[config.mk]
export PLATFORM = sky130hd
export DESIGN_NAME = ca_align_status
export DESIGN_NICKNAME = d
export VERILOG_FILES = /design/src/hdl/ca_cfg_pkg.sv /design/src/hdl/ca_state_pkg.sv /design/src/hdl/ca_align_status.sv
export SDC_FILE = /design/constraint.sdc
export NUM_CORES = 1
export LEC_CHECK = 0
export BUFFER_PORTS_ARGS = -buffer_cell sky130_fd_sc_hd__clkbuf_2
export CELL_PAD_IN_SITES_DETAIL_PLACEMENT = 1
export CELL_PAD_IN_SITES_GLOBAL_PLACEMENT = 2
export CORE_AREA = 2 2 39 41
export CTS_CLUSTER_SIZE = 8
export DETAILED_ROUTE_END_ITERATION = 12
export DIE_AREA = 0 0 41 43
export GPL_TIMING_DRIVEN = 0
export PLACE_DENSITY_LB_ADDON = 0.1
export REMOVE_ABC_BUFFERS = 1
export SYNTH_ARGS = -nofsm -noshare
export SYNTH_HDL_FRONTEND = slang
export SYNTH_SLANG_ARGS = --single-unit
[constraint.sdc]
create_clock -name com_clk -period 1.1 [get_ports com_clk]
set_input_delay 0.11 -clock com_clk [delete_from_list [all_inputs] [get_ports com_clk]]
set_output_delay 0.11 -clock com_clk [all_outputs]
set_load 0.02 [all_outputs]
[src/hdl/ca_cfg_pkg.sv]
/*
 * Channel alignment configuration
 * Channel count, word geometry and RX alignment FIFO sizing shared by
 * the receive datapath and its controller
 */

package ca_cfg_pkg;

  ////////////////////////////////////////
  // Channel geometry
  ////////////////////////////////////////
  localparam int NUM_CHANNELS     = 4;   // Parallel die-to-die channels
  localparam int BITS_PER_CHANNEL = 80;  // Word width per channel
  localparam int MARKER_BIT       = 79;  // Alignment marker position in a word

  ////////////////////////////////////////
  // RX alignment FIFO sizing
  ////////////////////////////////////////
  localparam int AD_WIDTH   = 4;             // FIFO address bits
  localparam int FIFO_CNT_W = AD_WIDTH + 1;  // Fill counts and thresholds, 0 to 16

  // Entry count, sized like the fill count so compares stay even
  localparam logic [FIFO_CNT_W-1:0] FIFO_DEPTH = FIFO_CNT_W'(1 << AD_WIDTH);

endpackage

[src/hdl/ca_state_pkg.sv]
/*
 * Channel alignment control and status encodings
 * Controller state values and bit positions of the sticky status vector
 */

package ca_state_pkg;

  // Alignment controller states
  typedef enum logic [1:0] {
    CA_IDLE    = 2'd0,  // FIFOs held in soft reset
    CA_HUNT    = 2'd1,  // Discarding words ahead of the marker
    CA_FILL    = 2'd2,  // Building skew margin
    CA_ALIGNED = 2'd3   // Common pops, aligned output
  } ca_align_state_e;

  ////////////////////////////////////////
  // Sticky status vector
  ////////////////////////////////////////
  localparam int STAT_W             = 3;
  localparam int STAT_OVERFLOW_BIT  = 0;  // Word dropped on a full FIFO
  localparam int STAT_FULL_HIT_BIT  = 1;  // Fill reached full threshold
  localparam int STAT_ALIGN_ERR_BIT = 2;  // Markers disagreed on a common pop

endpackage

[src/hdl/ca_align_status.sv]
/*
 * Channel alignment status
 * Folds per-channel FIFO events and controller marker errors into
 * sticky bits, cleared at the start of each alignment.
 */

module ca_align_status
  (
  input  logic com_clk,
  input  logic rst_n,
  input  logic align_start,
  input  logic wr_overflow_pulse [ca_cfg_pkg::NUM_CHANNELS],
  input  logic fifo_full         [ca_cfg_pkg::NUM_CHANNELS],
  input  logic marker_err,
  output logic stat_overflow,
  output logic stat_full_hit,
  output logic stat_align_err
  );

  logic [ca_state_pkg::STAT_W-1:0] stat_q;    // Sticky bits
  logic [ca_state_pkg::STAT_W-1:0] stat_set;  // Events this cycle

  always_comb
  begin
    stat_set = '0;
    stat_set[ca_state_pkg::STAT_ALIGN_ERR_BIT] = marker_err;
    for (int i = 0; i < ca_cfg_pkg::NUM_CHANNELS; i++)
    begin
      stat_set[ca_state_pkg::STAT_OVERFLOW_BIT] =
        stat_set[ca_state_pkg::STAT_OVERFLOW_BIT] | wr_overflow_pulse[i];
      stat_set[ca_state_pkg::STAT_FULL_HIT_BIT] =
        stat_set[ca_state_pkg::STAT_FULL_HIT_BIT] | fifo_full[i];
    end
  end

  always_ff @(posedge com_clk)
  begin
    if (!rst_n || align_start)
      stat_q <= '0;               // New alignment starts clean
    else
      stat_q <= stat_q | stat_set;
  end

  assign stat_overflow  = stat_q[ca_state_pkg::STAT_OVERFLOW_BIT];
  assign stat_full_hit  = stat_q[ca_state_pkg::STAT_FULL_HIT_BIT];
  assign stat_align_err = stat_q[ca_state_pkg::STAT_ALIGN_ERR_BIT];

endmodule

After elaboration in Yosys (flattened, before gate mapping)

Index checks and enable logic that the tools add are counted.

Register bits: 3
Output and inout bits: 3

Bitwise gates (word level): 7
Reductions and logical operators: 2

Operators with widths:

| cell              | number |
|---|---|
| 1-bit bitwise OR  | 6 |
| 3-bit bitwise OR  | 1 |
| 1-bit logical NOT | 1 |
| 1-bit logical OR  | 1 |

Depth between registers and ports, before layout

Depth after elaboration: 4
Gate-level depth with buffers: 2
Mapped depth without buffers: 2

Worst setup path before layout

No wires, ideal clock.

Kind: register to register
From: register stat_q[1] in the netlist's numbering
To: register stat_q[1] in the netlist's numbering
Setup time: 70 ps
Arrival time: 587 ps
Data required time: 1030 ps
Slack: 443 ps
Cell stages (with the launch flop): 3
Path buffers: 0
Period minus slack after synthesis: 657 ps
Cells stage by stage: dfxtp_1 -> nor2_1 -> a21oi_1

Cells in the longest elaborated chain, start to end: 1

Ends and longest elaborated chain:

| what                   | RTL line              | RTL |
|---|---|---|
| start, declared        | ca_align_status.sv:20 | `logic [ca_state_pkg::STAT_W-1:0] stat_q;` |
| start signal, assigned | ca_align_status.sv:41 | `stat_q <= stat_q \| stat_set;` |
| 3-bit bitwise OR       | ca_align_status.sv:41 |  |

Every way passes these cells.
A chain may end at the register's enable or synchronous reset.

Worst setup path after layout

From: register stat_q[2] in the netlist's numbering
To: output stat_align_err

RTL lines:

| what          | RTL line              | RTL |
|---|---|---|
| end, declared | ca_align_status.sv:17 | `output logic stat_align_err` |

No word-level cell between the ends.

==> metrics.yaml <==
worst_setup_path:
  r2r_setup_slack_ns: 0.53
  cp_slowest_cell: "dfxtp_1"
  worst-r2r-cell-count: 2
  critPathArrivalTime_ns: 0.73
  worstReg2RegEnd: "stat_q[0]"
  r2r-start: "stat_q[0]"
  critical_path_class: "register to primary output"
  cp.required_ns: 0.99
  end_kind: "primary output"
  crit_path_cell_trace: "clkbuf_2"
  critPathTopFamily: "flip-flops"
  critical_path_buf_inv_count: 1
  cp-start-kind: "register"
  crit_path_max_incr_delay_ns: 0.33
  critical_path.max_fanout: 2
power:
  p_comb_share_pct: 12.7
  swShare_pct: 22.7
  power.total_mw: 0.357
  ir_drop_mv: 0.557
  seqPwrFrac_pct: 33.1
  clkPwrFrac_pct: 54.2
  p_switching_mw: 0.0809
  power_density_nw_per_um2: 1580
  p_leak_nw: 0.121
  internal_power_mw: 0.276
clock_network:
  cts_post_setup_buffers_inserted: 0
  clk_latency_ns: 0.23
  clk_pin_slew_ns: 0.04
  cts.sinks: 3
  cts_root_buf: "clkbuf_4"
  cts_buffer_depth: 2
  cts_buffers: 3
  h-tree-depth: 1
  cts_resized: 0
  ctsHoldBuffers: 0
  tritoncts: "yes"
sta:
  finalSetupTns_ns: 0
  post-route-period-util_pct: 76.6
  fin_ws_ns: 0.257
  max_slew_margin_pct: 88.4
  finClkSkew_ns: 0
  finalHoldViolCount: 0
  rsz0062_at_grt: "no"
  drv_slew: 0
  finalCriticalPeriod_ns: 0.843
  finalSetupViolations: 0
  fmax_mhz: 1190
  worstMarginPinSlew_ns: 0.173
yosys:
  yosysWarnings: 0
  synth-seq-cells: 3
  avgSynthCellArea_sq_um: 9.07
  ys_seq_area_share_pct: 55.2
  synth_area_leader_cell: "dfxtp_1"
  netlist_area_sq_um: 109
  synth_cell_types: 5
  synth_cells: 12
  synth_top_area_share_pct: 55.2
  synth.area.top_cells: "dfxtp_1 55%, nor2_1 14%, nand2b_4 13%, a21oi_1 9.2%, nor3_1 9.2%"
route:
  ant_nets: 0
  initialDrtViolationCount: 1
  drc: 0
  viasPerCell: 3.37
  drt-total-wl_um: 360
  first_pass_iters: 2
  wl_per_cell_um: 7.83
  vias: 155
layout:
  top_regs: "stat_q (3)"
  fill_cells: 173
  areaGrowthSynthToFinish_pct: 107
  fin_area_sq_um: 225
  layout-drive-gt1-share_pct: 60.0
  largest_register: "stat_q"
  n_antenna_cell: 0
  largest_reg_flops: 3
  fin_nets: 43
place:
  dp_slack_ns: 0.512
  place_area_sq_um: 199
  io_buffer_count: 14
  place_congestion: 0.449
  hpwlAfterDp_um: 300
global_route:
  grt_start_max_net_pins: 4
  grt.overflow.total: 0
  grt_pass1_vias: 176
  grt_util_all_layers_pct: 6.61
  grt_pass1_wl_um: 662
  antenna_found_initial: 0
floorplanning:
  die_h_um: 43
  placementRows: 14
  die_area_sq_um: 1760
  coreArea_sq_um: 1380
  num_io_pins: 15
  fp.dieW_um: 41
  initial_utilization_pct: 7.87
status:
  run_status: "finished, final reports clean"
run:
  cap_violations: 0
hold_path:
  whs_endpoint: "stat_q[2]"
  hp-start: "marker_err"
  hp-class: "input pin to register"
  hold_depth: 3
-- stage by stage --
| step | std cells | utilization (%) | hold slack (ns) |
|---|---|---|---|
| after global routing | 46 | 16.3 | 0.129 |
| after detailed placement | 42 | 14.4 | 0.339 |
| final | 46 | 16.3 | 0.105 |
| after floorplan | 12 | - | 0.231 |
| after global placement | 42 | 14.4 | 0.319 |
| after CTS | 46 | 16.3 | 0.0939 |
-- power by group through the flow --
| stage | registers (mW) | logic [mW] | clock network (mW) |
|---|---|---|---|
| final | 0.118 | 0.0454 | 0.193 |
| after global placement | 0.120 | 0.0448 | 0 |
| after CTS | 0.118 | 0.0467 | 0.209 |
| after floorplan | 0.127 | 0.0112 | 0 |
| after detailed placement | 0.120 | 0.0462 | 0 |
| after global routing | 0.119 | 0.0528 | 0.222 |
-- logic make-up (layout without fill, tap and decap cells) --
group / count (synthesis) / after routing / synth area share [%]
DFF: 3 / 3 / 55.2
buffers and inverters: 0 / 18 / 0
and+or+nand+nor: 7 / 7 / 35.6
AOI/OAI and AO/OA: 2 / 2 / 9.20
-- cell type report --
| cell class | count | area [sq um] | share of cell area, % |
|---|---|---|---|
| repair buffers | 14 | 70.1 | 31.1 |
| flip-flops and latches | 3 | 60.1 | 26.7 |
| multi-input cells | 9 | 48.8 | 21.7 |
| well taps | 16 | 20.0 | 8.89 |
| clock buffers | 4 | 26.3 | 11.7 |
-- cells in the final DEF (no fill, tap or decap) --
| master | instances |
|---|---|
| a21oi_1 | 2 |
| clkbuf_1 | 1 |
| clkbuf_2 | 14 |
| clkbuf_4 | 3 |
| dfxtp_1 | 3 |
| nand2b_4 | 1 |
| nor2_1 | 4 |
| nor3_1 | 2 |
-- worst max path at each step --
stage	startpoint	end	slack, ns	depth (start not counted)
global placement	stat_q[1]	stat_full_hit	0.52	1
floorplan	stat_q[1]	stat_q[1]	0.44	2
global route	stat_q[1]	stat_full_hit	0.21	1
CTS	stat_q[2]	stat_align_err	0.24	1
detailed placement	stat_q[2]	stat_align_err	0.51	1
finish	stat_q[2]	stat_align_err	0.26	1
-- cell usage after synthesis --
master / number
dfxtp_1: 3
nor3_1: 2
nand2b_4: 1
a21oi_1: 2
nor2_1: 4
-- routing by layer --
metal  global-route usage, %  wire, um  vias up
met3                    7.85        49        0
met2                    8.75       201        9
met5                       0         0        -
li1                        -         -       77
met4                    4.00         0        0
met1                    5.43       109       69
No activity file was read; power rests on OpenSTA's default activity.
