`src/hdl/ca_cfg_pkg.sv`:
```
/*
 * Channel alignment configuration
 * Channel count, word geometry and RX alignment FIFO sizing shared by
 * the receive datapath and its controller
 */

package ca_cfg_pkg;

  ////////////////////////////////////////
  // Channel geometry
  ////////////////////////////////////////
  localparam int NUM_CHANNELS     = 4;   // Parallel die-to-die channels
  localparam int BITS_PER_CHANNEL = 80;  // Word width per channel
  localparam int MARKER_BIT       = 79;  // Alignment marker position in a word

  ////////////////////////////////////////
  // RX alignment FIFO sizing
  ////////////////////////////////////////
  localparam int AD_WIDTH   = 4;             // FIFO address bits
  localparam int FIFO_CNT_W = AD_WIDTH + 1;  // Fill counts and thresholds, 0 to 16

  // Entry count, sized like the fill count so compares stay even
  localparam logic [FIFO_CNT_W-1:0] FIFO_DEPTH = FIFO_CNT_W'(1 << AD_WIDTH);

endpackage

```
`src/hdl/ca_sync_fifo.sv`:
```
/*
 * Single clock show-ahead FIFO
 * Head word is visible on rddata as soon as it is stored. Keeps a
 * registered fill count and flags pushes that hit a full FIFO.
 */

module ca_sync_fifo
  (
  input  logic                                    com_clk,
  input  logic                                    rst_n,
  input  logic                                    soft_reset,
  input  logic                                    write_push,
  input  logic [ca_cfg_pkg::BITS_PER_CHANNEL-1:0] wrdata,
  input  logic                                    read_pop,
  output logic [ca_cfg_pkg::BITS_PER_CHANNEL-1:0] rddata,
  output logic [ca_cfg_pkg::FIFO_CNT_W-1:0]       numfilled,
  output logic                                    full,
  output logic                                    empty,
  output logic                                    overflow_pulse
  );

  // Storage, no reset on the payload
  logic [ca_cfg_pkg::BITS_PER_CHANNEL-1:0] mem [ca_cfg_pkg::FIFO_DEPTH];

  logic [ca_cfg_pkg::AD_WIDTH:0] wr_ptr;  // Extra MSB tells full from empty
  logic [ca_cfg_pkg::AD_WIDTH:0] rd_ptr;
  logic                          do_write;
  logic                          do_read;

  ////////////////////////////////////////
  // Flags
  ////////////////////////////////////////
  assign empty = (wr_ptr == rd_ptr);
  assign full  = (wr_ptr[ca_cfg_pkg::AD_WIDTH] != rd_ptr[ca_cfg_pkg::AD_WIDTH]) &&
                 (wr_ptr[ca_cfg_pkg::AD_WIDTH-1:0] == rd_ptr[ca_cfg_pkg::AD_WIDTH-1:0]);

  assign do_write       = write_push & ~full & ~soft_reset;  // Soft reset wins over push
  assign do_read        = read_pop & ~empty;                 // Pop on empty ignored
  assign overflow_pulse = write_push & full;                 // Word lost this cycle

  // Show-ahead head word
  assign rddata = mem[rd_ptr[ca_cfg_pkg::AD_WIDTH-1:0]];

  always_ff @(posedge com_clk)
  begin
    if (do_write)
    begin
      mem[wr_ptr[ca_cfg_pkg::AD_WIDTH-1:0]] <= wrdata;
    end
  end

  ////////////////////////////////////////
  // Pointers and fill count
  ////////////////////////////////////////
  always_ff @(posedge com_clk)
  begin
    if (!rst_n || soft_reset)
    begin
      wr_ptr    <= '0;
      rd_ptr    <= '0;
      numfilled <= '0;
    end
    else
    begin
      if (do_write)
        wr_ptr <= wr_ptr + 1'b1;
      if (do_read)
        rd_ptr <= rd_ptr + 1'b1;
      case ({do_write, do_read})
        2'b10:   numfilled <= numfilled + 1'b1;  // Push only
        2'b01:   numfilled <= numfilled - 1'b1;  // Pop only
        default: numfilled <= numfilled;         // Both or neither
      endcase
    end
  end

endmodule

```
`src/hdl/ca_rx_align_fifo.sv`:
```
/*
 * RX channel alignment FIFO
 * One per channel. Buffers incoming words on com_clk, derives the
 * programmable level flags from the fill count and presents the
 * marker bit of the head word.
 */

module ca_rx_align_fifo
  (
  input  logic                                    com_clk,
  input  logic                                    rst_n,
  input  logic                                    soft_reset,
  input  logic                                    fifo_push,
  input  logic                                    fifo_pop,
  input  logic [ca_cfg_pkg::BITS_PER_CHANNEL-1:0] rx_din,
  output logic [ca_cfg_pkg::BITS_PER_CHANNEL-1:0] rx_dout,
  output logic                                    rd_empty,
  output logic                                    head_marker,
  output logic                                    wr_overflow_pulse,
  input  logic [ca_cfg_pkg::FIFO_CNT_W-1:0]       fifo_full_val,
  input  logic [ca_cfg_pkg::FIFO_CNT_W-1:0]       fifo_pempty_val,
  output logic                                    fifo_full,
  output logic                                    fifo_pempty
  );

  logic [ca_cfg_pkg::FIFO_CNT_W-1:0] rd_numfilled;  // Entries held
  logic                              wr_full;

  ////////////////////////////////////////
  // Alignment buffer
  ////////////////////////////////////////
  ca_sync_fifo sync_fifo_i
    (
    .com_clk        (com_clk),
    .rst_n          (rst_n),
    .soft_reset     (soft_reset),
    .write_push     (fifo_push),
    .wrdata         (rx_din),
    .read_pop       (fifo_pop),
    .rddata         (rx_dout),
    .numfilled      (rd_numfilled),
    .full           (wr_full),
    .empty          (rd_empty),
    .overflow_pulse (wr_overflow_pulse)
    );

  // Level flags, combinational from the count
  always_comb
  begin
    // A threshold beyond the depth still flags once the FIFO is full
    fifo_full   = wr_full | (rd_numfilled >= fifo_full_val);
    fifo_pempty = (rd_numfilled <= fifo_pempty_val);
  end

  // Marker of a real head only, empty reads as no marker
  assign head_marker = ~rd_empty & rx_dout[ca_cfg_pkg::MARKER_BIT];

endmodule

```
`config.mk`:
```
export PLATFORM = sky130hd
export DESIGN_NAME = ca_rx_align_fifo
export DESIGN_NICKNAME = d
export VERILOG_FILES = /design/src/hdl/ca_cfg_pkg.sv /design/src/hdl/ca_sync_fifo.sv /design/src/hdl/ca_rx_align_fifo.sv
export SDC_FILE = /design/constraint.sdc
export NUM_CORES = 1
export LEC_CHECK = 0
export ABC_AREA = 1
export BUFFER_PORTS_ARGS = -buffer_cell sky130_fd_sc_hd__buf_2
export CAP_MARGIN = 20
export CELL_PAD_IN_SITES_DETAIL_PLACEMENT = 1
export CELL_PAD_IN_SITES_GLOBAL_PLACEMENT = 2
export CORE_MARGIN = 2
export CORE_UTILIZATION = 44
export DETAILED_ROUTE_END_ITERATION = 16
export HOLD_SLACK_MARGIN = 0.1
export PLACE_DENSITY_LB_ADDON = 0.1
export SLEW_MARGIN = 20
export SYNTH_ARGS = -nofsm -noshare
export SYNTH_HDL_FRONTEND = slang
export SYNTH_SLANG_ARGS = --single-unit
```
`constraint.sdc`:
```
create_clock -name com_clk -period 6.4 [get_ports com_clk]
set_input_delay 0.32 -clock com_clk [delete_from_list [all_inputs] [get_ports com_clk]]
set_output_delay 0.32 -clock com_clk [all_outputs]
set_load 0.01 [all_outputs]
```
Word-level counts from Yosys, hierarchy flattened. Memory sizes are Yosys's and may differ from the RTL's. A register that Yosys moved wholly into a read port is not among the register bits. Index checks and enable logic that the tools add are counted.

Flip-flop bits (word level): 15. Bits in latches: 0. Memory bits (writable): 1280. Bits in read-only memories: 0. Output and inout bits: 85. Logic and storage cells: 33. Memories kept: 1.

Memories: sync_fifo_i.mem (depth 16, bits a word 80, read ports 1, clocked after memory_dff 1, wr ports 1, RTL line ca_sync_fifo.sv:23) `logic [ca_cfg_pkg::BITS_PER_CHANNEL-1:0] mem [ca_cfg_pkg::FIFO_DEPTH];`.

Add/sub/neg operators: 4. Multiply operators: 0. Div/mod/pow operators: 0. $lt $le $gt $ge: 2. Equality and inequality tests: 5. Shifts and indexed selects: 0. Muxes and demuxes: 5. Bitwise logic cells: 9. Reductions and logical operators: 4.

Operators by type and width (number): $add A5 B1 Y5 const B (3); $pmux W5 S2 (1); $mux W4 (2); $and A1 B1 Y1 (5); $eq A5 B5 Y1 (1); $ge A5 B5 Y1 (1); $le A5 B5 Y1 (1); $sub A5 B1 Y5 const B (1); $eq A4 B4 Y1 (1); $not A1 Y1 (3); $eq A2 B1 Y1 const B (1); $eq A2 B2 Y1 const B (1); $mux W1 (2); $reduce_bool A2 Y1 (1); $logic_and A1 B1 Y1 (1); $logic_not A1 Y1 (1); $logic_or A1 B1 Y1 (1); $ne A1 B1 Y1 (1); $or A1 B1 Y1 (1).

Depth between registers and ports, before layout.
Depth in word-level cells: 7. Mapped depth: 17.

Hierarchy. From an unflattened synthesis, not the netlist that was laid out.

Cell total of the unflattened synthesis: 4256. Area, all modules: 53282.4 µm².

By module, submodules not included: ca_sync_fifo (instances 1, cells an instance 4208, area an instance 53004.6 µm², seq. area each 38817.2 µm²); ca_rx_align_fifo (instances 1, cells an instance 48, area an instance 277.8 µm², seq. area each 0.0 µm²).

Least setup slack after synthesis. Ideal clock, no wire load.

Path kind: register -> register. From: register sync_fifo_i.wr_ptr[0] (netlist bit). To: memory sync_fifo_i.mem[0][0] (netlist bit), enable pin. Setup time: 0.519 ns. Arrival: 4.425 ns. Data required time: 5.881 ns. Setup slack: 1.456 ns. Stages on the path, launching flop included: 10. Buffers on the path: 0. Clock period less this slack: 4.944 ns. Cell sequence: dfxtp_1 -> inv_1 -> nand2_1 -> nand2_1 -> nor2_1 -> nand3_2 -> nand3_1 -> inv_1 -> nand2_1 -> nor2_1.

Longest elaborated chain between the ends: 7.

Ends and longest elaborated chain: from (decl) (RTL line ca_sync_fifo.sv:25) `logic [ca_cfg_pkg::AD_WIDTH:0] wr_ptr;`; from (signal assigned) (RTL line ca_sync_fifo.sv:66) `wr_ptr <= wr_ptr + 1'b1;`; $eq A4 B4 Y1 (RTL line ca_sync_fifo.sv:35) `(wr_ptr[ca_cfg_pkg::AD_WIDTH-1:0] == rd_ptr[ca_cfg_pkg::AD_WIDTH-1:0]);`; $logic_and A1 B1 Y1 (RTL line ca_sync_fifo.sv:34) `assign full = (wr_ptr[ca_cfg_pkg::AD_WIDTH] != rd_ptr[ca_cfg_pkg::AD_WIDTH]) &&`; $not A1 Y1 (RTL line ca_sync_fifo.sv:37) `assign do_write = write_push & ~full & ~soft_reset;`; $and A1 B1 Y1 (2 in a row) (RTL line ca_sync_fifo.sv:37); $mux W1 (RTL line ca_sync_fifo.sv:46) `if (do_write)`; $mux W1 (implied by the code) (RTL line ca_sync_fifo.sv:48) `mem[wr_ptr[ca_cfg_pkg::AD_WIDTH-1:0]] <= wrdata;`; to (decl) (RTL line ca_sync_fifo.sv:23).

Parallel ways exist; a longest one is shown, timed or not.

==> run metrics <==
P&R area growth vs syn 13.85%; GRT overflow 0; IO Port Bufs 179; VDD IR-drop max 279.2 uV; Final GP Congestion 0.7303; register area share after synthesis 72.04%; Util after Layout 50.40%; MaxCap Viol Count 0; worst setup path endpoint rx_dout[25]; CP max FO 53; period utilisation layout 58.40%; simple logic cell fraction of the synthesized area 8.090%; WL final 137.4 mm; post-detailed-route count of antenna-violating nets 0; fin nets 4553; TritonCTS clock tree yes; Synth Area in XOR/XNOR 0.1300%; via/cell ratio 5.338; post-synth net total 4355; Switch Pwr 3786 uW; Core Box Area 121700 um2; detailed-route via count 32930; PD cells 290.4 nW/um2; die area 125300 um2; final slew viol count 0; Iteration-0 DRC Markers 2655; CTS Sinks 1299; LEAKAGE 0.02136 uW; Seq cells post-synth 1299; top cells by area, synth edfxtp_1 71%, inv_1 4.7%, nand3_1 4.6%; routed wire length per instance 22.28 um; count of cells resized by post-cts repair 0; sequential power share 52.8%; Adder-Cell Fraction of Synth Area 0.4412%; WP buf/inv 3; CP Launch Type flop; fmax 267.5 MHz; Fin Setup TNS 0 ns; hpwl dp 68.89 mm; drc violations 0; layout cells sized above 1 12.63%; largest net degree at the start of global routing 219; GRT Overall Usage 22.04%; status finished clean; worst slew pin tran 1.168 ns; CTS Root Cell clkbuf_16; reg2reg start sync_fifo_i.wr_ptr[0]$_SDFFE_PP0P_; Crit Path Category reg -> out; cell internal pwr 14030 uW; vias in the first global route 34790; initial antenna violation count 7; largest family of logic cells by synthesized area compound AO/OA/AOI/OAI gates; Reg2Reg Capture Point sync_fifo_i.mem[6][48]$_DFFE_PP_; highest-delay cell along the critical path buf_4; H-tree Lvls 4; post-synthesis compound-gate area fraction 12.00%; IO Pins 180; Antenna diodes 0; Syn Inst Count 4241; first-pass GRT wire length 210.8 mm; # fillers 12370; Die W 353.9 um; first-pass iteration count of the detailed router 5; Clk pin slew, worst setup/hold paths 0.06 ns; CTS Buffer Depth 3; Synth area leader edfxtp_1; CP cell instances buf_4 -> buf_4 -> nand3_1 -> nand3_1 -> nand2_1 -> buf_2; switch share 21.25%; Die Y 353.9 um; Hold Crit Class in -> reg; Rows 128; Syn. warnings 0; FF-to-FF path depth 10; Starting Density 44.27%; delay-heaviest family, CP buffers and inverters; Worst Path Required 6.08 ns; Clock Power Share 43.0%; Period minus WS final 3.738 ns; Final Hold Fails 0; Critical Path Sink Type output port; Avg Inst Size Synth 12.71 um2; clock buffer count from CTS 144; post-synthesis mux area share 0%; worst-skew pair later-pin latency 0.74 ns; Yosys cell types 30; Post-CTS Hold Buffers 86; Crit path largest cell delay 0.75 ns; RSZ-0062 raised after global routing false; CP Data Arrival Time 3.42 ns; Syn Std Cell Area 53880 um2; Reg2Reg Setup Slack 3.02 ns; # setup viols final 0; Final Skew 0.01601 ns; Rel. slew slack 22.14%; # Post-CTS Setup Buffers 0; Crit. path cell count 6; Yosys top cell area share 71.33%; Combinational Power Share 4.2%
[layout make-up]
| class | count | area (um2) | area share, % |
|---|---|---|---|
| repair buffers | 318 | 2392 | 3.900 |
| well taps | 1625 | 2033 | 3.314 |
| multi-input cells | 1998 | 11240 | 18.33 |
| clock inverters | 52 | 291.5 | 0.4752 |
| flip-flops and latches | 1299 | 38830 | 63.30 |
| inverters | 678 | 2562 | 4.177 |
| clock buffers | 199 | 3990 | 6.504 |
[stage by stage]
| step | hold WS [ns] | instance area (um2) | total power, uW | setup WS (ns) | cells |
|---|---|---|---|---|---|
| after global placement | 0.4865 | 56180 | 10300 | 2.947 | 5831 |
| after detailed placement | 0.5048 | 56180 | 10310 | 2.956 | 5831 |
| after floorplan | 0.4189 | 53880 | 9993 | 1.456 | 4241 |
| after global routing | 0.5017 | 61350 | 18430 | 2.431 | 6169 |
| after CTS | 0.4509 | 61330 | 18020 | 2.469 | 6168 |
| final | 0.5044 | 61350 | 17820 | 2.662 | 6169 |
[worst reg2reg max path, cell delays in order, from the launching register on]
cell and delay [ns]:
dfxtp_1 0.36, inv_1 0.15, nand2_1 0.07, nand2_1 0.06
nor2_1 0.07, nand3_2 0.17, nand3_1 0.22, inv_1 0.15
nand2_1 0.24, nor2_4 0.79, buf_4 0.68
[flip-flops by register name, summed over array words and instances, names as in the netlist, named ones only]
name	flops
sync_fifo_i.wr_ptr	5
sync_fifo_i.numfilled	5
sync_fifo_i.rd_ptr	5
sync_fifo_i.mem	1280
[placed cells by master, fill, tap and decap left out, drive strengths merged]
cell type and instances:
clkinv 47, o21a 1, o221ai 1, edfxtp 1280
o21ai 325, nand2 448, bufinv 2, buf 232
xor2 7, or2 1, dlygate4sd3 86, o211ai 320
o2111ai 1, o21bai 2, nand3b 1, xnor2 1
a21o 1, nor3 1, clkbuf 199, inv 681
nand4 5, a21oi 331, nor2 36, dfxtp 19
ha 19, nand3 497
[Yosys cell counts]
cell       count
nor2_1        36
o21ai_0      321
o221ai_1       1
nand2_1      448
o21bai_1       2
buf_4          4
inv_2          2
buf_6         34
inv_1        676
xor2_1         7
nand3_1      496
o21a_1         1
buf_1         29
a21oi_1      331
o21ai_1        4
clkbuf_1     102
or2_2          1
nand4_1        5
edfxtp_1    1280
o211ai_2     146
a21o_1         1
ha_1          19
buf_2         97
nand3_2        1
o2111ai_1      1
o211ai_1     174
xnor2_1        1
dfxtp_1       19
nand3b_1       1
nor3_1         1
[worst min path at each step]
stage               cells past startpoint                                     to                                   from
floorplan                               0        sync_fifo_i.mem[0][0]$_DFFE_PP_                              rx_din[0]
global placement                        1  sync_fifo_i.numfilled[0]$_SDFFE_PP0P_  sync_fifo_i.numfilled[0]$_SDFFE_PP0P_
detailed placement                      1  sync_fifo_i.numfilled[0]$_SDFFE_PP0P_  sync_fifo_i.numfilled[0]$_SDFFE_PP0P_
CTS                                     2      sync_fifo_i.mem[13][16]$_DFFE_PP_                             rx_din[16]
global route                            2       sync_fifo_i.mem[12][5]$_DFFE_PP_                              rx_din[5]
finish                                  2      sync_fifo_i.mem[13][16]$_DFFE_PP_                             rx_din[16]
[metal layers]
metal,track usage [%],wire length [um]
met3,2.902,4448
met5,0,34
met1,30.21,62240
met4,5.992,2942
met2,37.03,67780
[power groups by stage]
stage                     registers (uW)  logic, uW  clock network [uW]
after global placement              9580        714                   0
after floorplan                     9580        411                   0
after detailed placement            9580        725                   0
after CTS                           9410        775                7840
final                               9410        756                7650
after global routing                9410        849                8170
[logic make-up after synthesis]
| logic type | after synthesis |
|---|---|
| AOI/OAI and AO/OA | 982 |
| xor gates and xnor gates | 8 |
| adders and majority gates | 19 |
| buffers and inverters | 944 |
| DFF | 1299 |
| and+or+nand+nor | 989 |
No activity file was read; power rests on OpenSTA's default activity.
