[config.mk]
export PLATFORM = sky130hd
export DESIGN_NAME = ca_align_ctrl
export DESIGN_NICKNAME = d
export VERILOG_FILES = /design/src/hdl/ca_cfg_pkg.sv /design/src/hdl/ca_state_pkg.sv /design/src/hdl/ca_align_ctrl.sv
export SDC_FILE = /design/constraint.sdc
export NUM_CORES = 1
export LEC_CHECK = 0
export ABC_CLOCK_PERIOD_IN_PS = 4830
export BUFFER_PORTS_ARGS = -buffer_cell sky130_fd_sc_hd__buf_2
export CAP_MARGIN = 20
export CORE_AREA = 3 3 40 42
export CTS_BUF_LIST = sky130_fd_sc_hd__clkbuf_2
export DETAILED_ROUTE_END_ITERATION = 10
export DIE_AREA = 0 0 43 45
export SETUP_SLACK_MARGIN = 0.15
export SYNTH_ARGS = -nofsm -noshare
export SYNTH_HDL_FRONTEND = slang
export SYNTH_SLANG_ARGS = --single-unit
[constraint.sdc]
create_clock -name com_clk -period 4.83 [get_ports com_clk]
set_clock_uncertainty 0.15 [all_clocks]
set_input_delay 0.966 -clock com_clk [delete_from_list [all_inputs] [get_ports com_clk]]
set_output_delay 0.966 -clock com_clk [all_outputs]
set_load 0.01 [all_outputs]
[src/hdl/ca_cfg_pkg.sv]
/*
 * Channel alignment configuration
 * Channel count, word geometry and RX alignment FIFO sizing shared by
 * the receive datapath and its controller
 */

package ca_cfg_pkg;

  ////////////////////////////////////////
  // Channel geometry
  ////////////////////////////////////////
  localparam int NUM_CHANNELS     = 4;   // Parallel die-to-die channels
  localparam int BITS_PER_CHANNEL = 80;  // Word width per channel
  localparam int MARKER_BIT       = 79;  // Alignment marker position in a word

  ////////////////////////////////////////
  // RX alignment FIFO sizing
  ////////////////////////////////////////
  localparam int AD_WIDTH   = 4;             // FIFO address bits
  localparam int FIFO_CNT_W = AD_WIDTH + 1;  // Fill counts and thresholds, 0 to 16

  // Entry count, sized like the fill count so compares stay even
  localparam logic [FIFO_CNT_W-1:0] FIFO_DEPTH = FIFO_CNT_W'(1 << AD_WIDTH);

endpackage

[src/hdl/ca_state_pkg.sv]
/*
 * Channel alignment control and status encodings
 * Controller state values and bit positions of the sticky status vector
 */

package ca_state_pkg;

  // Alignment controller states
  typedef enum logic [1:0] {
    CA_IDLE    = 2'd0,  // FIFOs held in soft reset
    CA_HUNT    = 2'd1,  // Discarding words ahead of the marker
    CA_FILL    = 2'd2,  // Building skew margin
    CA_ALIGNED = 2'd3   // Common pops, aligned output
  } ca_align_state_e;

  ////////////////////////////////////////
  // Sticky status vector
  ////////////////////////////////////////
  localparam int STAT_W             = 3;
  localparam int STAT_OVERFLOW_BIT  = 0;  // Word dropped on a full FIFO
  localparam int STAT_FULL_HIT_BIT  = 1;  // Fill reached full threshold
  localparam int STAT_ALIGN_ERR_BIT = 2;  // Markers disagreed on a common pop

endpackage

[src/hdl/ca_align_ctrl.sv]
/*
 * Channel alignment controller
 * Discards pre-marker words per channel, waits for fill margin, then
 * pops all channels together and watches the popped markers agree.
 */

module ca_align_ctrl
  (
  input  logic com_clk,
  input  logic rst_n,
  input  logic align_en,
  input  logic rd_empty    [ca_cfg_pkg::NUM_CHANNELS],
  input  logic head_marker [ca_cfg_pkg::NUM_CHANNELS],
  input  logic fifo_pempty [ca_cfg_pkg::NUM_CHANNELS],
  output logic fifo_pop    [ca_cfg_pkg::NUM_CHANNELS],
  output logic soft_reset,
  output logic rx_dout_valid,
  output logic rx_align_done,
  output logic align_start,
  output logic marker_err
  );

  ca_state_pkg::ca_align_state_e state_q;
  ca_state_pkg::ca_align_state_e state_d;

  logic align_en_q;   // For the rising edge
  logic all_ready;    // No channel empty
  logic all_marker;   // Every head is a marker
  logic any_marker;
  logic any_pempty;   // Some channel still short of margin

  ////////////////////////////////////////
  // Cross-channel reductions
  ////////////////////////////////////////
  always_comb
  begin
    all_ready  = 1'b1;
    all_marker = 1'b1;
    any_marker = 1'b0;
    any_pempty = 1'b0;
    for (int i = 0; i < ca_cfg_pkg::NUM_CHANNELS; i++)
    begin
      all_ready  = all_ready & ~rd_empty[i];
      all_marker = all_marker & head_marker[i];  // Implies non-empty
      any_marker = any_marker | head_marker[i];
      any_pempty = any_pempty | fifo_pempty[i];
    end
  end

  ////////////////////////////////////////
  // Next state and outputs
  ////////////////////////////////////////
  always_comb
  begin
    state_d       = state_q;
    soft_reset    = 1'b0;
    rx_dout_valid = 1'b0;
    align_start   = 1'b0;
    marker_err    = 1'b0;
    for (int i = 0; i < ca_cfg_pkg::NUM_CHANNELS; i++)
      fifo_pop[i] = 1'b0;

    case (state_q)
      ca_state_pkg::CA_IDLE:
      begin
        soft_reset = 1'b1;  // Keep every FIFO empty
        if (align_en && !align_en_q)
        begin
          state_d     = ca_state_pkg::CA_HUNT;
          align_start = 1'b1;  // Clears sticky status
        end
      end
      ca_state_pkg::CA_HUNT:
      begin
        // Drop heads that are present but not markers
        for (int i = 0; i < ca_cfg_pkg::NUM_CHANNELS; i++)
          fifo_pop[i] = ~rd_empty[i] & ~head_marker[i];
        if (all_marker)
          state_d = ca_state_pkg::CA_FILL;
      end
      ca_state_pkg::CA_FILL:
      begin
        if (!any_pempty)
          state_d = ca_state_pkg::CA_ALIGNED;  // Skew margin reached
      end
      ca_state_pkg::CA_ALIGNED:
      begin
        if (all_ready)
        begin
          rx_dout_valid = 1'b1;  // Common pop
          for (int i = 0; i < ca_cfg_pkg::NUM_CHANNELS; i++)
            fifo_pop[i] = 1'b1;
          if (any_marker && !all_marker)
          begin
            marker_err = 1'b1;
            state_d    = ca_state_pkg::CA_HUNT;  // Realign on next common marker
          end
        end
      end
      default: state_d = ca_state_pkg::CA_IDLE;
    endcase

    if (!align_en)
      state_d = ca_state_pkg::CA_IDLE;  // Disable overrides any state
  end

  always_ff @(posedge com_clk)
  begin
    if (!rst_n)
    begin
      state_q    <= ca_state_pkg::CA_IDLE;
      align_en_q <= 1'b0;
    end
    else
    begin
      state_q    <= state_d;
      align_en_q <= align_en;
    end
  end

  assign rx_align_done = (state_q == ca_state_pkg::CA_ALIGNED);

endmodule

* Word level (Yosys, flattened, before mapping)
Index checks and enable logic that the tools add are counted.
** Storage, ports and cells
- Output and inout port bits :: 9
- Word-level logic and storage cells :: 57
- Input bits :: 15
- Flip-flop bits (word level) :: 3
** Operators by class
- Bitwise gates (word level) :: 24
- Equal/unequal tests :: 8
- Reductions and logical operators :: 7
- Muxes and demuxes :: 16
** Operators by type and width (number)
- 1-bit bitwise AND :: 10
- 2-bit two-way mux :: 5
- 1-bit two-way mux :: 8
- 1-bit inverter :: 8
- 2-bit one-hot mux with 4 select lines :: 1
- 4-bit one-hot mux with 2 select lines :: 1
- 2-bit != test, second input constant :: 3
- 1-bit OR :: 6
- 5-bit AND reduction :: 1
- 2-bit equality test, second input constant :: 2
- 4-bit two-way mux :: 1
- 2-bit by 1-bit != test with 1-bit output, second input constant :: 2
- 2-bit by 1-bit equality test with 1-bit output, second input constant :: 1
- 1-bit logical AND :: 2
- 1-bit zero test :: 2
- 2-bit zero test :: 1
- 2-bit AND reduction :: 1

* Logic depth before layout (Yosys ltp)
Gate-level depths: netlist (run 1).
- Depth after elaboration :: 8
- Mapped depth :: 6
- Gate-level depth less buffers :: 6

* Worst setup path before layout (run 1)
Ideal clock, no wire load.
- Path type :: input -> output
- Start point :: in rd_empty[2] in the netlist's numbering
- End point :: out marker_err
- Stages on the path :: 4
- Path buffers :: 0
- Path slack :: 1964 ps
- Arrival :: 1750 ps
- Required time :: 3714 ps
- Cell sequence :: nor4_1 -> nand2_1 -> inv_1 -> and3_1
** On the way
- Word-level cells in the longest chain between the ends :: 6
** RTL lines
- from (decl) :: RTL line ca_align_ctrl.sv:12 : input logic rd_empty [ca_cfg_pkg::NUM_CHANNELS],
- 1-bit inverter :: RTL line ca_align_ctrl.sv:43 : all_ready = all_ready & ~rd_empty[i];
- 1-bit bitwise AND (3 in series) :: RTL line ca_align_ctrl.sv:43
- 1-bit two-way mux :: RTL line ca_align_ctrl.sv:88 : if (all_ready)
- 1-bit two-way mux :: RTL line ca_align_ctrl.sv:63 : case (state_q)
- to (decl) :: RTL line ca_align_ctrl.sv:20 : output logic marker_err
No other way between the ends.

* Worst setup path in the final report (run 1)
Same ends and word-level chain as after synthesis.

==> results of run 1 <==
kinds of logic (layout without fill, tap and decap cells):
logic type | after synthesis | after routing | share of synthesized area [%]
AND/OR/NAND/NOR | 18 | 18 | 30.7
adder cells (fa/ha/maj) | 5 | 5 | 21.0
AO/OA/AOI/OAI | 9 | 9 | 21.9
flip-flops | 3 | 3 | 20.2
buffers and inverters | 5 | 32 | 6.30
worst min path at each step:
| stage | start | end | slack, ns | depth (start not counted) |
|---|---|---|---|---|
| after floorplan | state_q[0] | state_q[0] | 0.35 | 2 |
| after global placement | state_q[0] | state_q[0] | 0.38 | 2 |
| after detailed placement | state_q[0] | state_q[0] | 0.39 | 2 |
| after CTS | state_q[0] | state_q[0] | 0.39 | 2 |
| after global routing | state_q[1] | state_q[1] | 0.43 | 2 |
| final | state_q[0] | state_q[0] | 0.39 | 2 |
registers in the layout (all words and copies together), names as in the netlist:
register	cells
state_q	2
align_en_q	1
through the flow:
step           hold WS, ns  area [µm²]  power [mW]
2_1_floorplan        0.353         298      0.0370
3_3_place_gp         0.378         432      0.0470
3_5_place_dp         0.388         432      0.0474
4_1_cts              0.395         452      0.0839
5_1_grt              0.429         452      0.0888
6_report             0.386         452      0.0809
layer usage:
layer | track usage [%] | wire length, µm | part of all wire, % | vias up
li1 | - | - | - | 193
met1 | 9.11 | 342 | 44 | 153
met2 | 14.4 | 363 | 46 | 15
met3 | 1.99 | 79 | 10 | 0
met4 | 7.23 | 0 | 0 | 0
met5 | 0 | 0 | 0 | -
critical path: stages:
cell	delay, ns
buf_2	0.10
nor4_1	0.35
nand2_1	0.19
inv_1	0.09
and3_1	0.13
buf_2	0.12
final cells by class:
type	instances	area, µm²	area share (%)
Sequential cell	3	60.1	13.3
Inverter	5	18.8	4.16
Multi-Input combinational cell	32	219	48.5
Clock buffer	4	20.0	4.43
Tap cell	15	18.8	4.16
Timing Repair Buffer	23	115	25.5
placed cells by master, fill, tap and decap left out:
cell      count
a21boi_1      1
a221o_1       1
a31oi_1       1
and2_1        1
and3_1        1
buf_2        23
clkbuf_2      4
dfxtp_1       3
ha_1          5
inv_1         5
nand2_1       6
nand2b_1      3
nand4_1       1
nor2_1        3
nor4_1        1
o211ai_1      1
o21ai_0       3
o31ai_1       1
o41a_1        1
or3_1         1
or4_1         1
power breakdown:
part / internal (mW) / leakage (nW) / switching (mW) / total, mW
Clock: 0.0218 / 0.0166 / 0.0124 / 0.0342
Combinational: 0.0101 / 0.218 / 0.00977 / 0.0198
Sequential: 0.0260 / 0.0246 / 0.000834 / 0.0268
Total: 0.0579 / 0.260 / 0.0230 / 0.0809
==> results by group, run 1 <==
Routing
  – Routed Antenna Nets: 0
  – Wirelength per Cell: 9.57 µm
  – DR vias: 361
  – First DRT Iteration DRCs: 2
  – Vias/cell: 4.40
  – Detailed Routing Iterations Pass 1: 2
  – Total Wirelength: 785 µm
  – Final routed DRC violation total: 0

Floorplan
  – Core box area: 1280 µm²
  – Die W: 43 µm
  – Initial Util: 23.2%
  – Die area: 1940 µm²
  – I/O pins: 24
  – Die height: 45 µm
  – Row count: 13

Critical path
  – R2r setup slk: 3.03 ns
  – Crit path from: rd_empty[2]
  – CP endpoint: marker_err
  – Crit end category: output pin
  – Worst r2r path cells: 5
  – R2r endpoint: state_q[0]
  – Req. time, crit path: 3.71 ns
  – Startpoint class of the critical path: primary input
  – Crit Reg-Reg Startpoint: state_q[1]
  – WS Path Type: in2out
  – Critical path peak fanout: 5
  – Arrival @ worst endpoint: 1.95 ns

STA
  – Min Tclk post-route: 3.07 ns
  – Final period util: 63.5%
  – Pins Over Slew Limit: 0
  – Final setup vio count: 0
  – Worst slew pin tran: 0.330 ns
  – Relative slew slack: 77.8%
  – Final setup margin: 1.76 ns
  – RSZ-0062 raised after global routing: no
  – Achievable Freq: 326 MHz
  – Setup TNS: 0 ns
  – Hold Vio Cnt, Final: 0

Finish
  – Area Overhead vs Synth: 51.7%
  – Ant. Diodes: 0
  – Fin util: 35.2%
  – Fraction of layout instances using a drive strength above 1: 40.3%
  – Filler cell count in the final layout: 150
  – Non-Filler Instances: 82
  – Final #Nets: 88

Synth
  – FFs w/ async S/R, synth: 0%
  – Cell variety after synth: 19
  – Ys Warns: 0
  – Synth top area cells: ha_1 (21%), dfxtp_1 (20%), nand2_1 (7.6%)
  – Seq cells post-synth: 3
  – Post-synth EDFFs: 0
  – Syn_area_per_cell: 7.44 µm²
  – Leading area contributor after synthesis: ha_1
  – Synth top cells by count: nand2_1 (6), ha_1 (5), inv_1 (5)
  – Synthesized net count: 60
  – Top-area cell type share of the netlist area: 21.0%
  – Seq/Total Area, Yosys: 20.2%
  – Mapped cell area: 298 µm²
  – Top-count cell post-synth: nand2_1
  – Ys flop type: dfxtp_1
  – Post-Synthesis Cells: 40

Clock tree
  – Root Driver: clkbuf_2
  – Number of clock buffers inserted by TritonCTS: 3
  – Post-cts sizing count: 0
  – CTS Hold Bufs: 0
  – CTS Sinks: 3
  – Skew-Pair Late Insertion Delay: 0.20 ns
  – Clock transition at path regs: 0.04 ns
  – TritonCTS clock tree: built
  – Clock buffer depth: 2
  – H-tree lvl count: 1
  – Post-CTS Setup Repair Bufs: 0

Power and ir drop
  – Leakage power: 0.260 nW
  – Pwr/cell area: 179 nW/µm²
  – Worst VDD drop: 0.0912 mV

GRT
  – Grt total ovfl: 0
  – Antenna violations before repair: 0
  – Total Routing Usage GR: 8.56%
  – Vias in the first global route: 326
  – Global-route wire length before repair: 1.24 mm
  – Largest net degree at the start of global routing: 6

Placement
  – IO Port Bufs: 23
  – Gpl congestion: 0.804
  – Pre-CTS setup slack: 1.74 ns
  – Detail Placement HPWL: 673 µm
  – Placed Instances: 78

Outcome
  – Outcome: complete, no violations

Job
  – Maxcap violations: 0

Min path
  – Min-delay worst type: reg2reg
Power figures use the tool's default switching activity.
==> run 2: changes to the inputs <==
--- a/config.mk
+++ b/config.mk
@@ -5,7 +5,8 @@
 export SDC_FILE = /design/constraint.sdc
 export NUM_CORES = 1
 export LEC_CHECK = 0
-export ABC_CLOCK_PERIOD_IN_PS = 4830
+export ABC_AREA = 1
+export ABC_CLOCK_PERIOD_IN_PS = 2590
 export BUFFER_PORTS_ARGS = -buffer_cell sky130_fd_sc_hd__buf_2
 export CAP_MARGIN = 20
 export CORE_AREA = 3 3 40 42
==> constraint.sdc (replaced) <==
create_clock -name com_clk -period 2.59 [get_ports com_clk]
set_clock_uncertainty 0.15 [all_clocks]
set_input_delay 0.518 -clock com_clk [delete_from_list [all_inputs] [get_ports com_clk]]
set_output_delay 0.518 -clock com_clk [all_outputs]
set_load 0.01 [all_outputs]
==> results by group, run 2 <==
GRT
  – Global-route wire length before repair: 1.28 mm (+2.7%)
  – Total Routing Usage GR: 8.65% (+0.090 points)
  – Vias in the first global route: 348 (+6.7%)
  – Grt total ovfl: 0 (unchanged)
  – Largest net degree at the start of global routing: 6 (unchanged)
  – Antenna violations before repair: 0 (unchanged)

Floorplan
  – Die area: 1940 µm² (unchanged)
  – Row count: 13 (unchanged)
  – I/O pins: 24 (unchanged)
  – Die W: 43 µm (unchanged)
  – Die height: 45 µm (unchanged)
  – Initial Util: 26.1% (+2.9 points)
  – Core box area: 1280 µm² (unchanged)

Critical path
  – Crit end category: output pin
  – Worst r2r path cells: 8 (+3)
  – Worst path cell trace: inv_1 -> ha_1 -> clkinv_2 -> o31ai_1 -> buf_2
  – Crit Reg-Reg Startpoint: state_q[0]
  – Delay-heaviest family, CP: buffers and inverters
  – Req. time, crit path: 1.92 ns (-1.79 ns)
  – R2r endpoint: state_q[0]
  – Startpoint class of the critical path: flop
  – Critical path peak fanout: 5 (unchanged)
  – CP max stage delay: 0.33 ns (-0.02 ns)
  – WS Path Type: reg2out
  – R2r setup slk: 1.17 ns (-1.86 ns)
  – Slowest stage cell, crit path: dfxtp_1
  – Arrival @ worst endpoint: 1.27 ns (-0.68 ns)
  – Buf/Inv on CP: 3 (unchanged)

Finish
  – Highest-count cells in the layout ignoring fill and taps: buf_2 (23), nor2_1 (11), nand2_1 (9)
  – Filler cell count in the final layout: 140 (-6.7%)
  – Ant. Diodes: 0 (unchanged)
  – Finished Cell Area: 489 µm² (+8.3%)
  – Top Registers: state_q x2, align_en_q x1
  – Fraction of layout instances using a drive strength above 1: 40.5% (+0.21 points)
  – Area occupied by registers: 60.1 µm² (unchanged)
  – Max reg flops: 2 (unchanged)
  – Most common cell after layout, fill and taps aside: buf_2
  – Multi-input gate area: 244 µm² (+11%)
  – Area Overhead vs Synth: 45.9%
  – Reg with most FFs: state_q
  – Final #Nets: 100 (+14%)

Synth
  – Top-area cell type share of the netlist area: 18.7% (-2.4 points)
  – Syn_area_per_cell: 6.45 µm² (-13%)
  – Top-count cell post-synth: nor2_1
  – Mapped cell area: 335 µm² (+13%)
  – Synth top cells by count: nor2_1 (11), nand2_1 (9), inv_1 (7), ha_1 (5), o31ai_1 (4)
  – Leading area contributor after synthesis: ha_1
  – Cell variety after synth: 15 (-4)
  – Synthesized net count: 72 (+20%)
  – Seq/Total Area, Yosys: 17.9% (-2.3 points)
  – Post-Synthesis Cells: 52 (+30%)
  – Ys flop type: dfxtp_1
  – Seq cells post-synth: 3 (unchanged)
  – Ys Warns: 0 (unchanged)
  – FFs w/ async S/R, synth: 0% (unchanged)
  – Post-synth EDFFs: 0 (unchanged)
  – Synth top area cells: ha_1 (19%), dfxtp_1 (18%), nor2_1 (12%)

Clock tree
  – TritonCTS clock tree: built
  – Clock buffer depth: 2 (unchanged)
  – H-tree lvl count: 1 (unchanged)
  – Number of clock buffers inserted by TritonCTS: 3 (unchanged)
  – Clock transition at path regs: 0.04 ns (about the same)
  – Root Driver: clkbuf_2
  – CTS Hold Bufs: 0 (unchanged)
  – CTS Sinks: 3 (unchanged)
  – Post-CTS Setup Repair Bufs: 0 (unchanged)
  – Post-cts sizing count: 0 (unchanged)
  – Skew-Pair Late Insertion Delay: 0.19 ns (about the same)

STA
  – Hold Vio Cnt, Final: 0 (unchanged)
  – Min Tclk post-route: 1.94 ns
  – RSZ-0062 raised after global routing: no
  – Final setup vio count: 0 (unchanged)
  – Relative slew slack: 87.3% (+9.5 points)
  – Worst slew pin tran: 0.190 ns (-0.140 ns)
  – Final period util: 74.9%
  – Pins Over Slew Limit: 0 (unchanged)
  – Hold slack: 0.389 ns (+0.00325 ns)
  – Setup TNS: 0 ns (unchanged)
  – Final setup margin: 0.651 ns (-1.11 ns)
  – Achievable Freq: 516 MHz

Min path
  – Hold Crit Depth: 2 (unchanged)
  – Hold EP: state_q[1]
  – Hold Crit Start: state_q[1]
  – Min-delay worst type: reg2reg

Placement
  – Detail Placement HPWL: 700 µm (+4.1%)
  – Pre-CTS setup slack: 0.646 ns (-1.09 ns)
  – Cell Area, Placed: 469 µm² (+8.7%)
  – IO Port Bufs: 23 (unchanged)
  – Gpl congestion: 0.722 (-10%)

Power and ir drop
  – Pwr/cell area: 362 nW/µm² (+100%)
  – Leakage power: 0.274 nW (+5.7%)
  – Worst VDD drop: 0.201 mV (+120%)

Job
  – Maxcap violations: 0 (unchanged)

Routing
  – Wirelength per Cell: 8.32 µm (-13%)
  – Detailed Routing Iterations Pass 1: 2 (unchanged)
  – DR vias: 390 (+8.0%)
  – Final routed DRC violation total: 0 (unchanged)
  – First DRT Iteration DRCs: 7 (+5)
  – Routed Antenna Nets: 0 (unchanged)
  – Total Wirelength: 782 µm (-0.38%)
  – Vias/cell: 4.15 (-5.8%)

Outcome
  – Outcome: complete, no violations
[run 2: cell types whose count changed in the layout (fill, tap and decap cells not counted), moves of 2 or more]
cell	delta
a21oi_1	+2
inv_1	+2
nand2_1	+3
nand2_2	+2
nand2b_1	-3
nand3_1	+3
nor2_1	+8
o21ai_0	-3
o31ai_1	+3
[run 2: layout make-up]
class / instances / area share [%]
Tap cell: 15 / 3.84
Sequential cell: 3 / 12.3
Inverter: 8 / 6.39
Timing Repair Buffer: 23 / 23.5
Clock buffer: 4 / 4.09
Multi-Input combinational cell: 41 / 49.9
[run 2: worst reg2reg max path, stage by stage, from the launching register on]
cell and delay (ns):
dfxtp_1 0.39, inv_1 0.08, ha_1 0.22, o21ai_1 0.10, nand2_2 0.08, nor2_4 0.11, nand3_1 0.09, nand2_1 0.06
nor2_1 0.03
[run 2: kinds of logic after synthesis]
| family | Yosys count | synth area share (%) |
|---|---|---|
| AOI/OAI and AO/OA | 7 | 13.4 |
| DFF | 3 | 17.9 |
| and+or+nand+nor | 29 | 40.7 |
| adders and majority gates | 5 | 18.7 |
| buffers and inverters | 8 | 9.33 |
[run 2: power by group]
part / internal, mW / switching (mW)
combinational: 0.0290 / 0.0337
sequential: 0.0499 / 0.00332
clock: 0.0407 / 0.0202
total: 0.120 / 0.0573
[run 2: layer usage]
metal  part of all wire (%)  track usage, %  vias to the layer above
li1                       -               -                      219
met1                     37            8.41                      169
met2                     60            16.8                        2
met3                    2.2            2.79                        0
met4                      0            3.61                        0
met5                      0               0                        -
[run 2: how the worst max path moves through the flow]
stage | start | endpoint | slack (ns) | depth (start not counted)
after floorplan | state_q[1] | fifo_pop[1] | 0.91 | 4
after global placement | rd_empty[0] | fifo_pop[3] | 0.68 | 6
after detailed placement | rd_empty[2] | fifo_pop[0] | 0.65 | 6
after CTS | state_q[1] | fifo_pop[1] | 0.63 | 5
after global routing | state_q[1] | fifo_pop[3] | 0.52 | 5
final | state_q[1] | fifo_pop[1] | 0.65 | 5
[run 2: stage by stage]
step	std cells	utilization (%)	power, mW
2_1_floorplan	52	-	0.0936
3_3_place_gp	90	36.5	0.117
3_5_place_dp	90	36.5	0.118
4_1_cts	94	38.1	0.182
5_1_grt	94	38.1	0.194
6_report	94	38.1	0.177
